===== src/em_pkg.sv =====
package em_pkg;

	// Address split of the shared memory: buffer pointer above, word index below.
	localparam int BPTR_NBITS     = 4; // Selects one of the 16 buffers.
	localparam int BPTR_LSB_NBITS = 2; // Selects a word inside a buffer.
	localparam int DATA_NBITS     = 32;
	localparam int ID_NBITS       = 2; // Output port id.

	localparam int NUM_PORTS  = 4;
	localparam int NUM_BUFS   = 16; // Must equal 2**BPTR_NBITS for the free list wrap.
	localparam int DESC_DEPTH = 4;  // Descriptors waiting per output port.

	typedef logic [BPTR_NBITS-1:0] buf_ptr_t;

	// One packet waiting for readout. A packet always starts at word 0 of its buffer,
	// so the pointer and the index of the last word describe it completely.
	typedef struct packed {
		buf_ptr_t                  buf_ptr;
		logic [BPTR_LSB_NBITS-1:0] last_idx;
	} desc_t;

endpackage


===== src/em_ifs.sv =====
`timescale 1ns/100ps

// Word write from the packet writer into the shared memory.
interface em_wr_if;
	import em_pkg::*;

	logic                      valid;
	buf_ptr_t                  buf_ptr;
	logic [BPTR_LSB_NBITS-1:0] buf_ptr_lsb;
	logic [DATA_NBITS-1:0]     data;

	modport source (output valid, buf_ptr, buf_ptr_lsb, data);
	modport sink (input valid, buf_ptr, buf_ptr_lsb, data);
endinterface

// Read request from one port reader. The reader holds req and the fields
// stable until the arbiter pulses grant for one cycle.
interface em_req_if;
	import em_pkg::*;

	logic                      req;
	logic                      grant;
	buf_ptr_t                  buf_ptr;
	logic [BPTR_LSB_NBITS-1:0] buf_ptr_lsb;
	logic                      sop;
	logic                      eop;

	modport reader (output req, buf_ptr, buf_ptr_lsb, sop, eop, input grant);
	modport arbiter (input req, buf_ptr, buf_ptr_lsb, sop, eop, output grant);
endinterface


===== src/ram_1r1w.sv =====
`timescale 1ns/100ps

module ram_1r1w #(
	parameter type data_t = logic [31:0],
	parameter int  depth  = 16
) (
	input  logic                     clk,
	input  logic                     we,
	input  logic [$clog2(depth)-1:0] waddr,
	input  logic [$clog2(depth)-1:0] raddr,
	input  data_t                    wdata,
	output data_t                    rdata
);

	data_t mem [depth];

	// Registered read. A read of the address being written returns the old contents,
	// so callers that need the new value have to bypass it themselves.
	always_ff @(posedge clk) begin
		if (we) begin
			mem[waddr] <= wdata;
		end
		rdata <= mem[raddr];
	end

endmodule


===== src/buf_free_list.sv =====
`timescale 1ns/100ps

module buf_free_list (
	input  logic             clk,
	input  logic             rst_n,
	input  logic             alloc,
	output em_pkg::buf_ptr_t alloc_ptr,
	output logic             empty,
	output logic             init_done,
	input  logic             rel_valid,
	input  em_pkg::buf_ptr_t rel_ptr
);
	import em_pkg::*;

	buf_ptr_t            wr_ptr; // Also counts the pointers written during init.
	buf_ptr_t            rd_ptr;
	buf_ptr_t            rd_ptr_next;
	logic [BPTR_NBITS:0] count; // Holds 0 to 16 free buffers.
	logic                push;
	logic                pop;
	buf_ptr_t            push_ptr;
	buf_ptr_t            ram_rdata;
	logic                byp;
	buf_ptr_t            byp_ptr;

	assign push     = !init_done || rel_valid; // Init fills every slot with its own index.
	assign push_ptr = init_done ? rel_ptr : wr_ptr;
	assign pop      = alloc && !empty;
	assign empty    = (count == '0);

	// The RAM is addressed with the next read pointer, so after each edge its output
	// already holds the new head and alloc_ptr needs no extra cycle.
	assign rd_ptr_next = rd_ptr + buf_ptr_t'(pop);
	assign alloc_ptr   = byp ? byp_ptr : ram_rdata; // A head written in the read cycle is stale.

	always_ff @(posedge clk) begin
		if (!rst_n) begin
			wr_ptr    <= '0;
			rd_ptr    <= '0;
			count     <= '0;
			init_done <= 1'b0;
			byp       <= 1'b0;
		end else begin
			if (push) begin
				wr_ptr <= wr_ptr + 1'b1;
			end
			rd_ptr <= rd_ptr_next;
			count  <= count + (BPTR_NBITS+1)'(push) - (BPTR_NBITS+1)'(pop);
			if (!init_done && wr_ptr == buf_ptr_t'(NUM_BUFS-1)) begin
				init_done <= 1'b1; // Last of the 16 init writes.
			end
			byp <= push && (wr_ptr == rd_ptr_next); // Only when the list runs dry.
		end
	end

	always_ff @(posedge clk) begin
		byp_ptr <= push_ptr;
	end

	ram_1r1w #(.data_t(buf_ptr_t), .depth(NUM_BUFS)) u_ram_1r1w (
		.clk   (clk),
		.we    (push),
		.waddr (wr_ptr),
		.raddr (rd_ptr_next),
		.wdata (push_ptr),
		.rdata (ram_rdata)
	);

endmodule


===== src/pkt_writer.sv =====
`timescale 1ns/100ps

module pkt_writer (
	input  logic                            clk,
	input  logic                            rst_n,
	input  logic                            in_valid,
	input  logic                            in_sop,
	input  logic                            in_eop,
	input  logic [em_pkg::ID_NBITS-1:0]     in_port,
	input  logic [em_pkg::DATA_NBITS-1:0]   in_data,
	output logic                            in_ready,
	output logic                            alloc,
	input  em_pkg::buf_ptr_t                alloc_ptr,
	input  logic                            empty,
	input  logic                            init_done,
	input  logic [em_pkg::NUM_PORTS-1:0]    q_full,
	output logic [em_pkg::NUM_PORTS-1:0]    desc_valid,
	output em_pkg::desc_t                   desc,
	em_wr_if.source                         wr
);
	import em_pkg::*;

	buf_ptr_t                  cur_ptr;  // Buffer of the packet in progress.
	logic [ID_NBITS-1:0]       cur_port;
	logic [BPTR_LSB_NBITS-1:0] word_idx; // Slot of the next non-sop word.
	logic                      accept;
	buf_ptr_t                  word_ptr;
	logic [BPTR_LSB_NBITS-1:0] word_lsb;
	logic [ID_NBITS-1:0]       word_port;

	// A new packet needs a free buffer and room in its port's queue. A descriptor still
	// being posted is not yet counted in q_full, so a sop waits for that cycle too.
	assign in_ready = init_done &&
		(!in_sop || (!(|desc_valid) && !empty && !q_full[in_port]));
	assign accept = in_valid && in_ready;
	assign alloc  = accept && in_sop; // Pop the free list head on every packet start.

	// The sop word goes to slot 0 of the head buffer, later words follow in order.
	assign word_ptr  = in_sop ? alloc_ptr : cur_ptr;
	assign word_lsb  = in_sop ? '0 : word_idx;
	assign word_port = in_sop ? in_port : cur_port;

	assign wr.valid       = accept;
	assign wr.buf_ptr     = word_ptr;
	assign wr.buf_ptr_lsb = word_lsb;
	assign wr.data        = in_data;

	always_ff @(posedge clk) begin
		if (accept) begin
			cur_ptr  <= word_ptr;
			cur_port <= word_port;
			word_idx <= word_lsb + 1'b1;
		end
		if (accept && in_eop) begin
			desc <= '{buf_ptr: word_ptr, last_idx: word_lsb};
		end
	end

	// The descriptor strobe follows the eop write by one cycle and selects one port.
	always_ff @(posedge clk) begin
		if (!rst_n) begin
			desc_valid <= '0;
		end else begin
			desc_valid <= (accept && in_eop) ? (NUM_PORTS'(1) << word_port) : '0;
		end
	end

endmodule


===== src/port_reader.sv =====
`timescale 1ns/100ps

module port_reader (
	input  logic          clk,
	input  logic          rst_n,
	input  logic          desc_valid,
	input  em_pkg::desc_t desc,
	output logic          q_full,
	em_req_if.reader      rq
);
	import em_pkg::*;

	logic [$clog2(DESC_DEPTH)-1:0] wr_ptr;
	logic [$clog2(DESC_DEPTH)-1:0] rd_ptr;
	logic [$clog2(DESC_DEPTH)-1:0] rd_ptr_next;
	logic [$clog2(DESC_DEPTH):0]   count;
	logic                          pop;
	logic                          byp;
	desc_t                         byp_desc;
	desc_t                         ram_rdata;
	desc_t                         head;     // Descriptor being walked.
	logic [BPTR_LSB_NBITS-1:0]     word_idx; // Word of the head packet to request next.

	assign q_full = (count == ($clog2(DESC_DEPTH)+1)'(DESC_DEPTH));

	// Head prefetch, the same scheme as the free list. The RAM reads the slot that will
	// be the head after this edge, and a write into that slot is bypassed.
	assign rd_ptr_next = rd_ptr + ($clog2(DESC_DEPTH))'(pop);
	assign head        = byp ? byp_desc : ram_rdata;

	// The walker pops the descriptor once its last word has been granted.
	assign pop = rq.grant && (word_idx == head.last_idx);

	assign rq.req         = (count != '0);
	assign rq.buf_ptr     = head.buf_ptr;
	assign rq.buf_ptr_lsb = word_idx;
	assign rq.sop         = (word_idx == '0);
	assign rq.eop         = (word_idx == head.last_idx);

	always_ff @(posedge clk) begin
		if (!rst_n) begin
			wr_ptr   <= '0;
			rd_ptr   <= '0;
			count    <= '0;
			byp      <= 1'b0;
			word_idx <= '0;
		end else begin
			if (desc_valid) begin
				wr_ptr <= wr_ptr + 1'b1; // The writer never posts to a full queue.
			end
			rd_ptr <= rd_ptr_next;
			count  <= count + ($clog2(DESC_DEPTH)+1)'(desc_valid)
				- ($clog2(DESC_DEPTH)+1)'(pop);
			byp <= desc_valid && (wr_ptr == rd_ptr_next);
			if (rq.grant) begin
				word_idx <= pop ? '0 : word_idx + 1'b1; // Restart at word 0 for the next packet.
			end
		end
	end

	always_ff @(posedge clk) begin
		byp_desc <= desc;
	end

	ram_1r1w #(.data_t(desc_t), .depth(DESC_DEPTH)) u_ram_1r1w (
		.clk   (clk),
		.we    (desc_valid),
		.waddr (wr_ptr),
		.raddr (rd_ptr_next),
		.wdata (desc),
		.rdata (ram_rdata)
	);

endmodule


===== src/read_arbiter.sv =====
`timescale 1ns/100ps

module read_arbiter (
	input  logic                                clk,
	input  logic                                rst_n,
	em_req_if.arbiter                           rq [em_pkg::NUM_PORTS],
	output logic                                data_req,
	output logic [em_pkg::ID_NBITS-1:0]         data_req_port,
	output logic                                data_req_sop,
	output logic                                data_req_eop,
	output em_pkg::buf_ptr_t                    data_req_buf_ptr,
	output logic [em_pkg::BPTR_LSB_NBITS-1:0]   data_req_buf_ptr_lsb
);
	import em_pkg::*;

	logic [NUM_PORTS-1:0]      req_vec;
	logic [NUM_PORTS-1:0]      sop_vec;
	logic [NUM_PORTS-1:0]      eop_vec;
	buf_ptr_t                  ptr_arr [NUM_PORTS];
	logic [BPTR_LSB_NBITS-1:0] lsb_arr [NUM_PORTS];
	logic [ID_NBITS-1:0]       last_id; // Port granted most recently.
	logic [ID_NBITS-1:0]       win;
	logic [ID_NBITS-1:0]       cand;
	logic                      found;

	// Interface arrays cannot take a variable index, so the fields are unpacked here.
	for (genvar p = 0; p < NUM_PORTS; p++) begin : g_port
		assign req_vec[p]  = rq[p].req;
		assign sop_vec[p]  = rq[p].sop;
		assign eop_vec[p]  = rq[p].eop;
		assign ptr_arr[p]  = rq[p].buf_ptr;
		assign lsb_arr[p]  = rq[p].buf_ptr_lsb;
		assign rq[p].grant = found && (win == ID_NBITS'(p)); // Same-cycle grant.
	end

	// Search starts one past the last winner and wraps, so the last winner comes last.
	always_comb begin
		found = 1'b0;
		win   = last_id;
		cand  = last_id;
		for (int i = 1; i <= NUM_PORTS; i++) begin
			cand = last_id + ID_NBITS'(i);
			if (!found && req_vec[cand]) begin
				found = 1'b1;
				win   = cand;
			end
		end
	end

	always_ff @(posedge clk) begin
		if (!rst_n) begin
			data_req <= 1'b0;
			last_id  <= ID_NBITS'(NUM_PORTS-1); // Port 0 goes first after reset.
		end else begin
			data_req <= found;
			if (found) begin
				last_id <= win;
			end
		end
	end

	always_ff @(posedge clk) begin
		data_req_port        <= win;
		data_req_sop         <= sop_vec[win];
		data_req_eop         <= eop_vec[win];
		data_req_buf_ptr     <= ptr_arr[win];
		data_req_buf_ptr_lsb <= lsb_arr[win];
	end

endmodule


===== src/edit_mem_shared_memory.sv =====
`timescale 1ns/100ps

module edit_mem_shared_memory (
	input  logic                              clk,
	input  logic                              rst_n,
	em_wr_if.sink                             wr,
	input  logic                              data_req,
	input  logic [em_pkg::ID_NBITS-1:0]       data_req_dst_port_id,
	input  logic                              data_req_sop,
	input  logic                              data_req_eop,
	input  em_pkg::buf_ptr_t                  data_req_buf_ptr,
	input  logic [em_pkg::BPTR_LSB_NBITS-1:0] data_req_buf_ptr_lsb,
	output logic                              em_rel_buf_valid,
	output em_pkg::buf_ptr_t                  em_rel_buf_ptr,
	output logic                              edit_mem_ack,
	output logic [em_pkg::DATA_NBITS-1:0]     edit_mem_rdata,
	output logic [em_pkg::ID_NBITS-1:0]       edit_mem_port,
	output logic                              edit_mem_sop,
	output logic                              edit_mem_eop
);
	import em_pkg::*;

	logic                      data_req_d1;
	logic                      data_req_d2;
	logic [ID_NBITS-1:0]       port_d1;
	logic [ID_NBITS-1:0]       port_d2;
	logic                      sop_d1;
	logic                      sop_d2;
	logic                      eop_d1;
	logic                      eop_d2;
	buf_ptr_t                  rd_ptr_d1;
	logic [BPTR_LSB_NBITS-1:0] rd_lsb_d1;
	logic                      wr_valid_d1;
	buf_ptr_t                  wr_ptr_d1;
	logic [BPTR_LSB_NBITS-1:0] wr_lsb_d1;
	logic [DATA_NBITS-1:0]     wr_data_d1;
	logic [DATA_NBITS-1:0]     ram_rdata;

	// Both ports are registered once before the RAM. The tags ride two stages
	// to meet the RAM output and then one more with the data register.
	always_ff @(posedge clk) begin
		port_d1    <= data_req_dst_port_id;
		sop_d1     <= data_req_sop;
		eop_d1     <= data_req_eop;
		rd_ptr_d1  <= data_req_buf_ptr;
		rd_lsb_d1  <= data_req_buf_ptr_lsb;
		port_d2    <= port_d1;
		sop_d2     <= sop_d1;
		eop_d2     <= eop_d1;
		wr_ptr_d1  <= wr.buf_ptr;
		wr_lsb_d1  <= wr.buf_ptr_lsb;
		wr_data_d1 <= wr.data;
		edit_mem_rdata <= ram_rdata;
		edit_mem_port  <= port_d2;
		edit_mem_sop   <= sop_d2;
		edit_mem_eop   <= eop_d2;
		em_rel_buf_ptr <= rd_ptr_d1;
	end

	always_ff @(posedge clk) begin
		if (!rst_n) begin
			data_req_d1      <= 1'b0;
			data_req_d2      <= 1'b0;
			wr_valid_d1      <= 1'b0;
			em_rel_buf_valid <= 1'b0;
			edit_mem_ack     <= 1'b0;
		end else begin
			data_req_d1  <= data_req;
			data_req_d2  <= data_req_d1;
			wr_valid_d1  <= wr.valid;
			edit_mem_ack <= data_req_d2; // Three cycles after the request.
			// The read of the buffer's last word has gone to the RAM, so it can be reused.
			em_rel_buf_valid <= data_req_d1 && (eop_d1 || (&rd_lsb_d1));
		end
	end

	ram_1r1w #(
		.data_t (logic [DATA_NBITS-1:0]),
		.depth  (NUM_BUFS * (2 ** BPTR_LSB_NBITS))
	) u_ram_1r1w (
		.clk   (clk),
		.we    (wr_valid_d1),
		.waddr ({wr_ptr_d1, wr_lsb_d1}),
		.raddr ({rd_ptr_d1, rd_lsb_d1}),
		.wdata (wr_data_d1),
		.rdata (ram_rdata)
	);

endmodule


===== src/em_top.sv =====
`timescale 1ns/100ps

module em_top (
	input  logic                          clk,
	input  logic                          rst_n,
	input  logic                          in_valid,
	input  logic                          in_sop,
	input  logic                          in_eop,
	input  logic [em_pkg::ID_NBITS-1:0]   in_port,
	input  logic [em_pkg::DATA_NBITS-1:0] in_data,
	output logic                          in_ready,
	output logic                          out_valid,
	output logic [em_pkg::ID_NBITS-1:0]   out_port,
	output logic                          out_sop,
	output logic                          out_eop,
	output logic [em_pkg::DATA_NBITS-1:0] out_data
);
	import em_pkg::*;

	logic                      alloc;
	buf_ptr_t                  alloc_ptr;
	logic                      fl_empty;
	logic                      init_done;
	logic                      rel_valid;
	buf_ptr_t                  rel_ptr;
	logic [NUM_PORTS-1:0]      q_full;
	logic [NUM_PORTS-1:0]      desc_valid;
	desc_t                     desc; // Broadcast, desc_valid picks the port.
	logic                      data_req;
	logic [ID_NBITS-1:0]       data_req_port;
	logic                      data_req_sop;
	logic                      data_req_eop;
	buf_ptr_t                  data_req_buf_ptr;
	logic [BPTR_LSB_NBITS-1:0] data_req_buf_ptr_lsb;

	em_wr_if  wr_if ();
	em_req_if rq_if [NUM_PORTS] ();

	buf_free_list u_buf_free_list (
		.clk       (clk),
		.rst_n     (rst_n),
		.alloc     (alloc),
		.alloc_ptr (alloc_ptr),
		.empty     (fl_empty),
		.init_done (init_done),
		.rel_valid (rel_valid),
		.rel_ptr   (rel_ptr)
	);

	pkt_writer u_pkt_writer (
		.clk        (clk),
		.rst_n      (rst_n),
		.in_valid   (in_valid),
		.in_sop     (in_sop),
		.in_eop     (in_eop),
		.in_port    (in_port),
		.in_data    (in_data),
		.in_ready   (in_ready),
		.alloc      (alloc),
		.alloc_ptr  (alloc_ptr),
		.empty      (fl_empty),
		.init_done  (init_done),
		.q_full     (q_full),
		.desc_valid (desc_valid),
		.desc       (desc),
		.wr         (wr_if)
	);

	for (genvar g = 0; g < NUM_PORTS; g++) begin : g_reader
		port_reader u_port_reader (
			.clk        (clk),
			.rst_n      (rst_n),
			.desc_valid (desc_valid[g]),
			.desc       (desc),
			.q_full     (q_full[g]),
			.rq         (rq_if[g])
		);
	end

	read_arbiter u_read_arbiter (
		.clk                  (clk),
		.rst_n                (rst_n),
		.rq                   (rq_if),
		.data_req             (data_req),
		.data_req_port        (data_req_port),
		.data_req_sop         (data_req_sop),
		.data_req_eop         (data_req_eop),
		.data_req_buf_ptr     (data_req_buf_ptr),
		.data_req_buf_ptr_lsb (data_req_buf_ptr_lsb)
	);

	edit_mem_shared_memory u_edit_mem_shared_memory (
		.clk                  (clk),
		.rst_n                (rst_n),
		.wr                   (wr_if),
		.data_req             (data_req),
		.data_req_dst_port_id (data_req_port),
		.data_req_sop         (data_req_sop),
		.data_req_eop         (data_req_eop),
		.data_req_buf_ptr     (data_req_buf_ptr),
		.data_req_buf_ptr_lsb (data_req_buf_ptr_lsb),
		.em_rel_buf_valid     (rel_valid),
		.em_rel_buf_ptr       (rel_ptr),
		.edit_mem_ack         (out_valid),
		.edit_mem_rdata       (out_data),
		.edit_mem_port        (out_port),
		.edit_mem_sop         (out_sop),
		.edit_mem_eop         (out_eop)
	);

endmodule


===== config.mk =====
export PLATFORM = sky130hd
export DESIGN_NAME = em_top
export DESIGN_NICKNAME = d
export VERILOG_FILES = /design/src/em_pkg.sv /design/src/em_ifs.sv /design/src/ram_1r1w.sv /design/src/buf_free_list.sv /design/src/pkt_writer.sv /design/src/port_reader.sv /design/src/read_arbiter.sv /design/src/edit_mem_shared_memory.sv /design/src/em_top.sv
export SDC_FILE = /design/constraint.sdc
export NUM_CORES = 2
export LEC_CHECK = 0
export BUFFER_PORTS_ARGS = -buffer_cell sky130_fd_sc_hd__buf_2
export CAP_MARGIN = 30
export CORE_ASPECT_RATIO = 1.75
export CORE_MARGIN = 1
export CORE_UTILIZATION = 67
export CTS_BUF_LIST = sky130_fd_sc_hd__clkbuf_16
export DETAILED_ROUTE_END_ITERATION = 6
export PLACE_DENSITY = 0.85
export SYNTH_ARGS = -nofsm -noshare
export SYNTH_HDL_FRONTEND = slang
export SYNTH_SLANG_ARGS = --single-unit

===== constraint.sdc =====
create_clock -name clk -period 10.55 [get_ports clk]
set_input_delay 2.11 -clock clk [delete_from_list [all_inputs] [get_ports clk]]
set_output_delay 2.11 -clock clk [all_outputs]
set_load 0.01 [all_outputs]

==> results_dict.tcl <==
set metrics [dict create \
    r2r_setup_slack_ns 5.70 \
    final.min_clock_period_ns 5.42 \
    start_kind "primary input" \
    tightestPinTransition_ns 1.33 \
    dp_hpwl_mm 130 \
    wl_mm 268 \
    stdcell_count 6345 \
    ir_drop_mv 0.260 \
    fmax_ghz 0.184 \
    leakagePower_nw 32.3 \
    power_frac_comb_pct 22.1 \
    hold_buffers 0 \
    fillCellCount 6319 \
    r2r_cells 7 \
    vias 48800 \
    ys_ff_latch 2461 \
    nets 4448 \
    rsz0062_at_grt "no" \
    portBuffers 76 \
    power_per_cell_area_mw_per_mm2 238 \
    final_cell_mix "2222 x edfxtp_1, 621 x mux4_2, 205 x clkbuf_16, 201 x dfxtp_1, 104 x buf_4" \
    seqCellArea_mm2 0.0716 \
    dieHeight_um 493 \
    path_clk_slew_ns 0.07 \
    path_depth 5 \
    drc 0 \
    crit_arrival_ns 3.31 \
    pwr-share-clk_pct 31.8 \
    grt_pass1_vias 49200 \
    clockRootBuffer "clkbuf_16" \
    path_cells "buf_2 > mux4_2 > o31ai_1 > and2_1 > buf_2" \
    multi_input_area_mm2 0.0201 \
    yosysSeqAreaShare_pct 77.4 \
    hold_viol_final 0 \
    wl_per_cell_um 42.2 \
    die_w_um 283 \
    syn_avg_cell_area_um2 22.2 \
    grt_max_degree 114 \
    drive_gt1_share_pct 29.1 \
    placed_cells 5964 \
    cap_violations 0 \
    layout_commonest_cell "edfxtp_1" \
    hp-class "flip-flop to flip-flop" \
    die-area_mm2 0.139 \
    cts_tree "done" \
    ant_nets 0 \
    synth_edf_count 2222 \
    yosysTopAreaCell "edfxtp_1" \
    synth_warnings 0 \
    antenna_found_initial 13 \
    cts_resized 0 \
    syn_area_mm2 0.0924 \
    drtIter0Drc 8459 \
    insertion_delay_ns 0.86 \
    htreeDepth 4 \
    crit_path_end "in_ready" \
    worst_r2r_endpoint "u_edit_mem_shared_memory.u_ram_1r1w.rdata[27]" \
    timing.final.crit_share_pct 51.4 \
    setup_violations 0 \
    fin_hold_ws_ns 0.325 \
    relSlewSlack_pct 11.2 \
    synth_area_leaders "edfxtp_1 72%, mux4_2 15%, dfxtp_1 5.2%" \
    syn_to_final_growth_pct 11.1 \
    postCtsSetupBuffers 0 \
    syn_nets 4249 \
    dr.pass1.iters 7 \
    initial_core_util_pct 67.7 \
    swShare_pct 29.3 \
    track_usage_pct 37.7 \
    maxSlewViolCount 0 \
    seqPwrFrac_pct 46.1 \
    clock_path_buffers 3 \
    core_mm2 0.136 \
    crit_top_cell "buf_2" \
    gp_congestion 0.843 \
    finalWorstSetupSlack_ns 5.13 \
    ys_async_sr_fraction_pct 0 \
    placementRows 179 \
    path_class "primary input to output port" \
    synth_top_area_share_pct 72.2 \
    path_delay_family "multiplexers" \
    ys_types 55 \
    pre_cts_slack_ns 4.69 \
    cp-end-kind "output port" \
    internal-power_mw 17.3 \
    fin_setup_tns_ns 0 \
    status "completed" \
    cp_slowest_cell "mux4_2" \
    p_switching_mw 7.16 \
    synthCells 4161 \
    numCtsBuffers 194 \
    finClkSkew_ns 0.0412 \
    ys_dominant_reg_cell "edfxtp_1" \
    crit_start "in_port[0]" \
    crit_required_ns 8.44 \
    grt_pass1_wl_mm 358 \
    grt-ovfl-total 0 \
    slowest_delay_ns 0.49 \
    cts_sinks 2461 \
    num_io_pins 77 \
    cp_num_buf_inv 2 \
    worst-path-max-fanout 2 \
    total_power_mw 24.4 \
    r2r_start "u_edit_mem_shared_memory.rd_lsb_d1[0]" \
    vias_per_cell 7.69 \
]
cell type report:
| type | count | share of cell area (%) |
|---|---|---|
| tap | 1810 | 2.21 |
| multi-input combinational | 1437 | 19.6 |
| clock inverter | 162 | 1.41 |
| inverter | 48 | 0.175 |
| antenna | 4 | 0.00975 |
| clock buffer | 205 | 4.99 |
| sequential | 2461 | 69.7 |
| timing repair buffer | 218 | 1.95 |
flip-flops by register name (all words and copies together), names as in the netlist, 5 cells and up:
register                                   count
u_buf_free_list.count                          5
g_reader.u_port_reader.u_ram_1r1w.rdata       24
u_edit_mem_shared_memory.edit_mem_rdata       32
g_reader.u_port_reader.u_ram_1r1w.mem         96
u_buf_free_list.u_ram_1r1w.mem                64
g_reader.u_port_reader.rq.buf_ptr_lsb          8
u_edit_mem_shared_memory.u_ram_1r1w.mem     2048
g_reader.u_port_reader.wr_ptr                  8
u_edit_mem_shared_memory.wr_data_d1           32
g_reader.u_port_reader.rd_ptr                  8
u_pkt_writer.desc                              6
g_reader.u_port_reader.count                  12
u_edit_mem_shared_memory.u_ram_1r1w.rdata     32
g_reader.u_port_reader.byp_desc                6
kinds of logic after synthesis:
group                      after synthesis  share of synthesized area (%)
muxes                                  739                           16.5
adders and majority gates               49                          0.704
AOI/OAI and AO/OA                      208                           1.47
DFF                                   2461                           77.4
and+or+nand+nor                        396                           2.14
buffers and inverters                  263                           1.38
xor gates and xnor gates                45                          0.427
how the worst min path moves through the flow:
stage	startpoint	end	slack, ns	cells past startpoint
floorplan	u_edit_mem_shared_memory.eop_d2	u_edit_mem_shared_memory.edit_mem_eop	0.31	0
global placement	u_read_arbiter.data_req_buf_ptr_lsb[1]	u_edit_mem_shared_memory.rd_lsb_d1[1]	0.31	0
detailed placement	u_edit_mem_shared_memory.sop_d2	u_edit_mem_shared_memory.edit_mem_sop	0.31	0
CTS	u_read_arbiter.data_req_buf_ptr_lsb[1]	u_edit_mem_shared_memory.rd_lsb_d1[1]	0.33	0
global route	u_edit_mem_shared_memory.sop_d1	u_edit_mem_shared_memory.sop_d2	0.33	0
finish	u_read_arbiter.data_req_buf_ptr_lsb[1]	u_edit_mem_shared_memory.rd_lsb_d1[1]	0.33	0
cells in the mapped netlist (all sizes together), types with 2 or more instances:
cell type,n
edfxtp,2222
mux4,621
a211oi,41
clkbuf,85
xnor2,36
or3,6
nor3,65
and2,41
buf,130
o21bai,2
mux2i,62
nor2b,40
nand3,10
nand2b,12
xor2,9
nand4,6
dfxtp,239
o2111ai,2
nor4,5
o22ai,9
a31oi,2
o21ai,23
nand2,35
o221a,26
mux2,56
or3b,2
a21oi,99
nand3b,4
nor2,157
nor3b,8
fa,5
inv,47
ha,44
nor4b,2
through the flow:
stage / util, % / cell area, um2
floorplan: - / 92400
global placement: 69.9 / 95300
detailed placement: 70.3 / 95900
CTS: 75.1 / 102000
global route: 75.3 / 103000
finish: 75.3 / 103000
power by group through the flow:
stage / Clock [mW] / Combinational, mW / Sequential [mW]
3_5_place_dp: 0 / 5.01 / 11.4
5_1_grt: 8.05 / 5.52 / 11.3
3_3_place_gp: 0 / 4.76 / 11.5
4_1_cts: 7.68 / 5.22 / 11.2
6_report: 7.78 / 5.40 / 11.3
2_1_floorplan: 0 / 3.54 / 11.2
routing by layer:
metal | up-vias | global-route usage [%] | wire (um)
met5 | - | 0 | 107
met4 | 16 | 25.3 | 23500
met3 | 1346 | 7.83 | 34400
met2 | 5416 | 61.9 | 133000
met1 | 24500 | 45.3 | 76900
li1 | 17600 | - | -
Note: power is estimated with default switching activity, not from simulation.
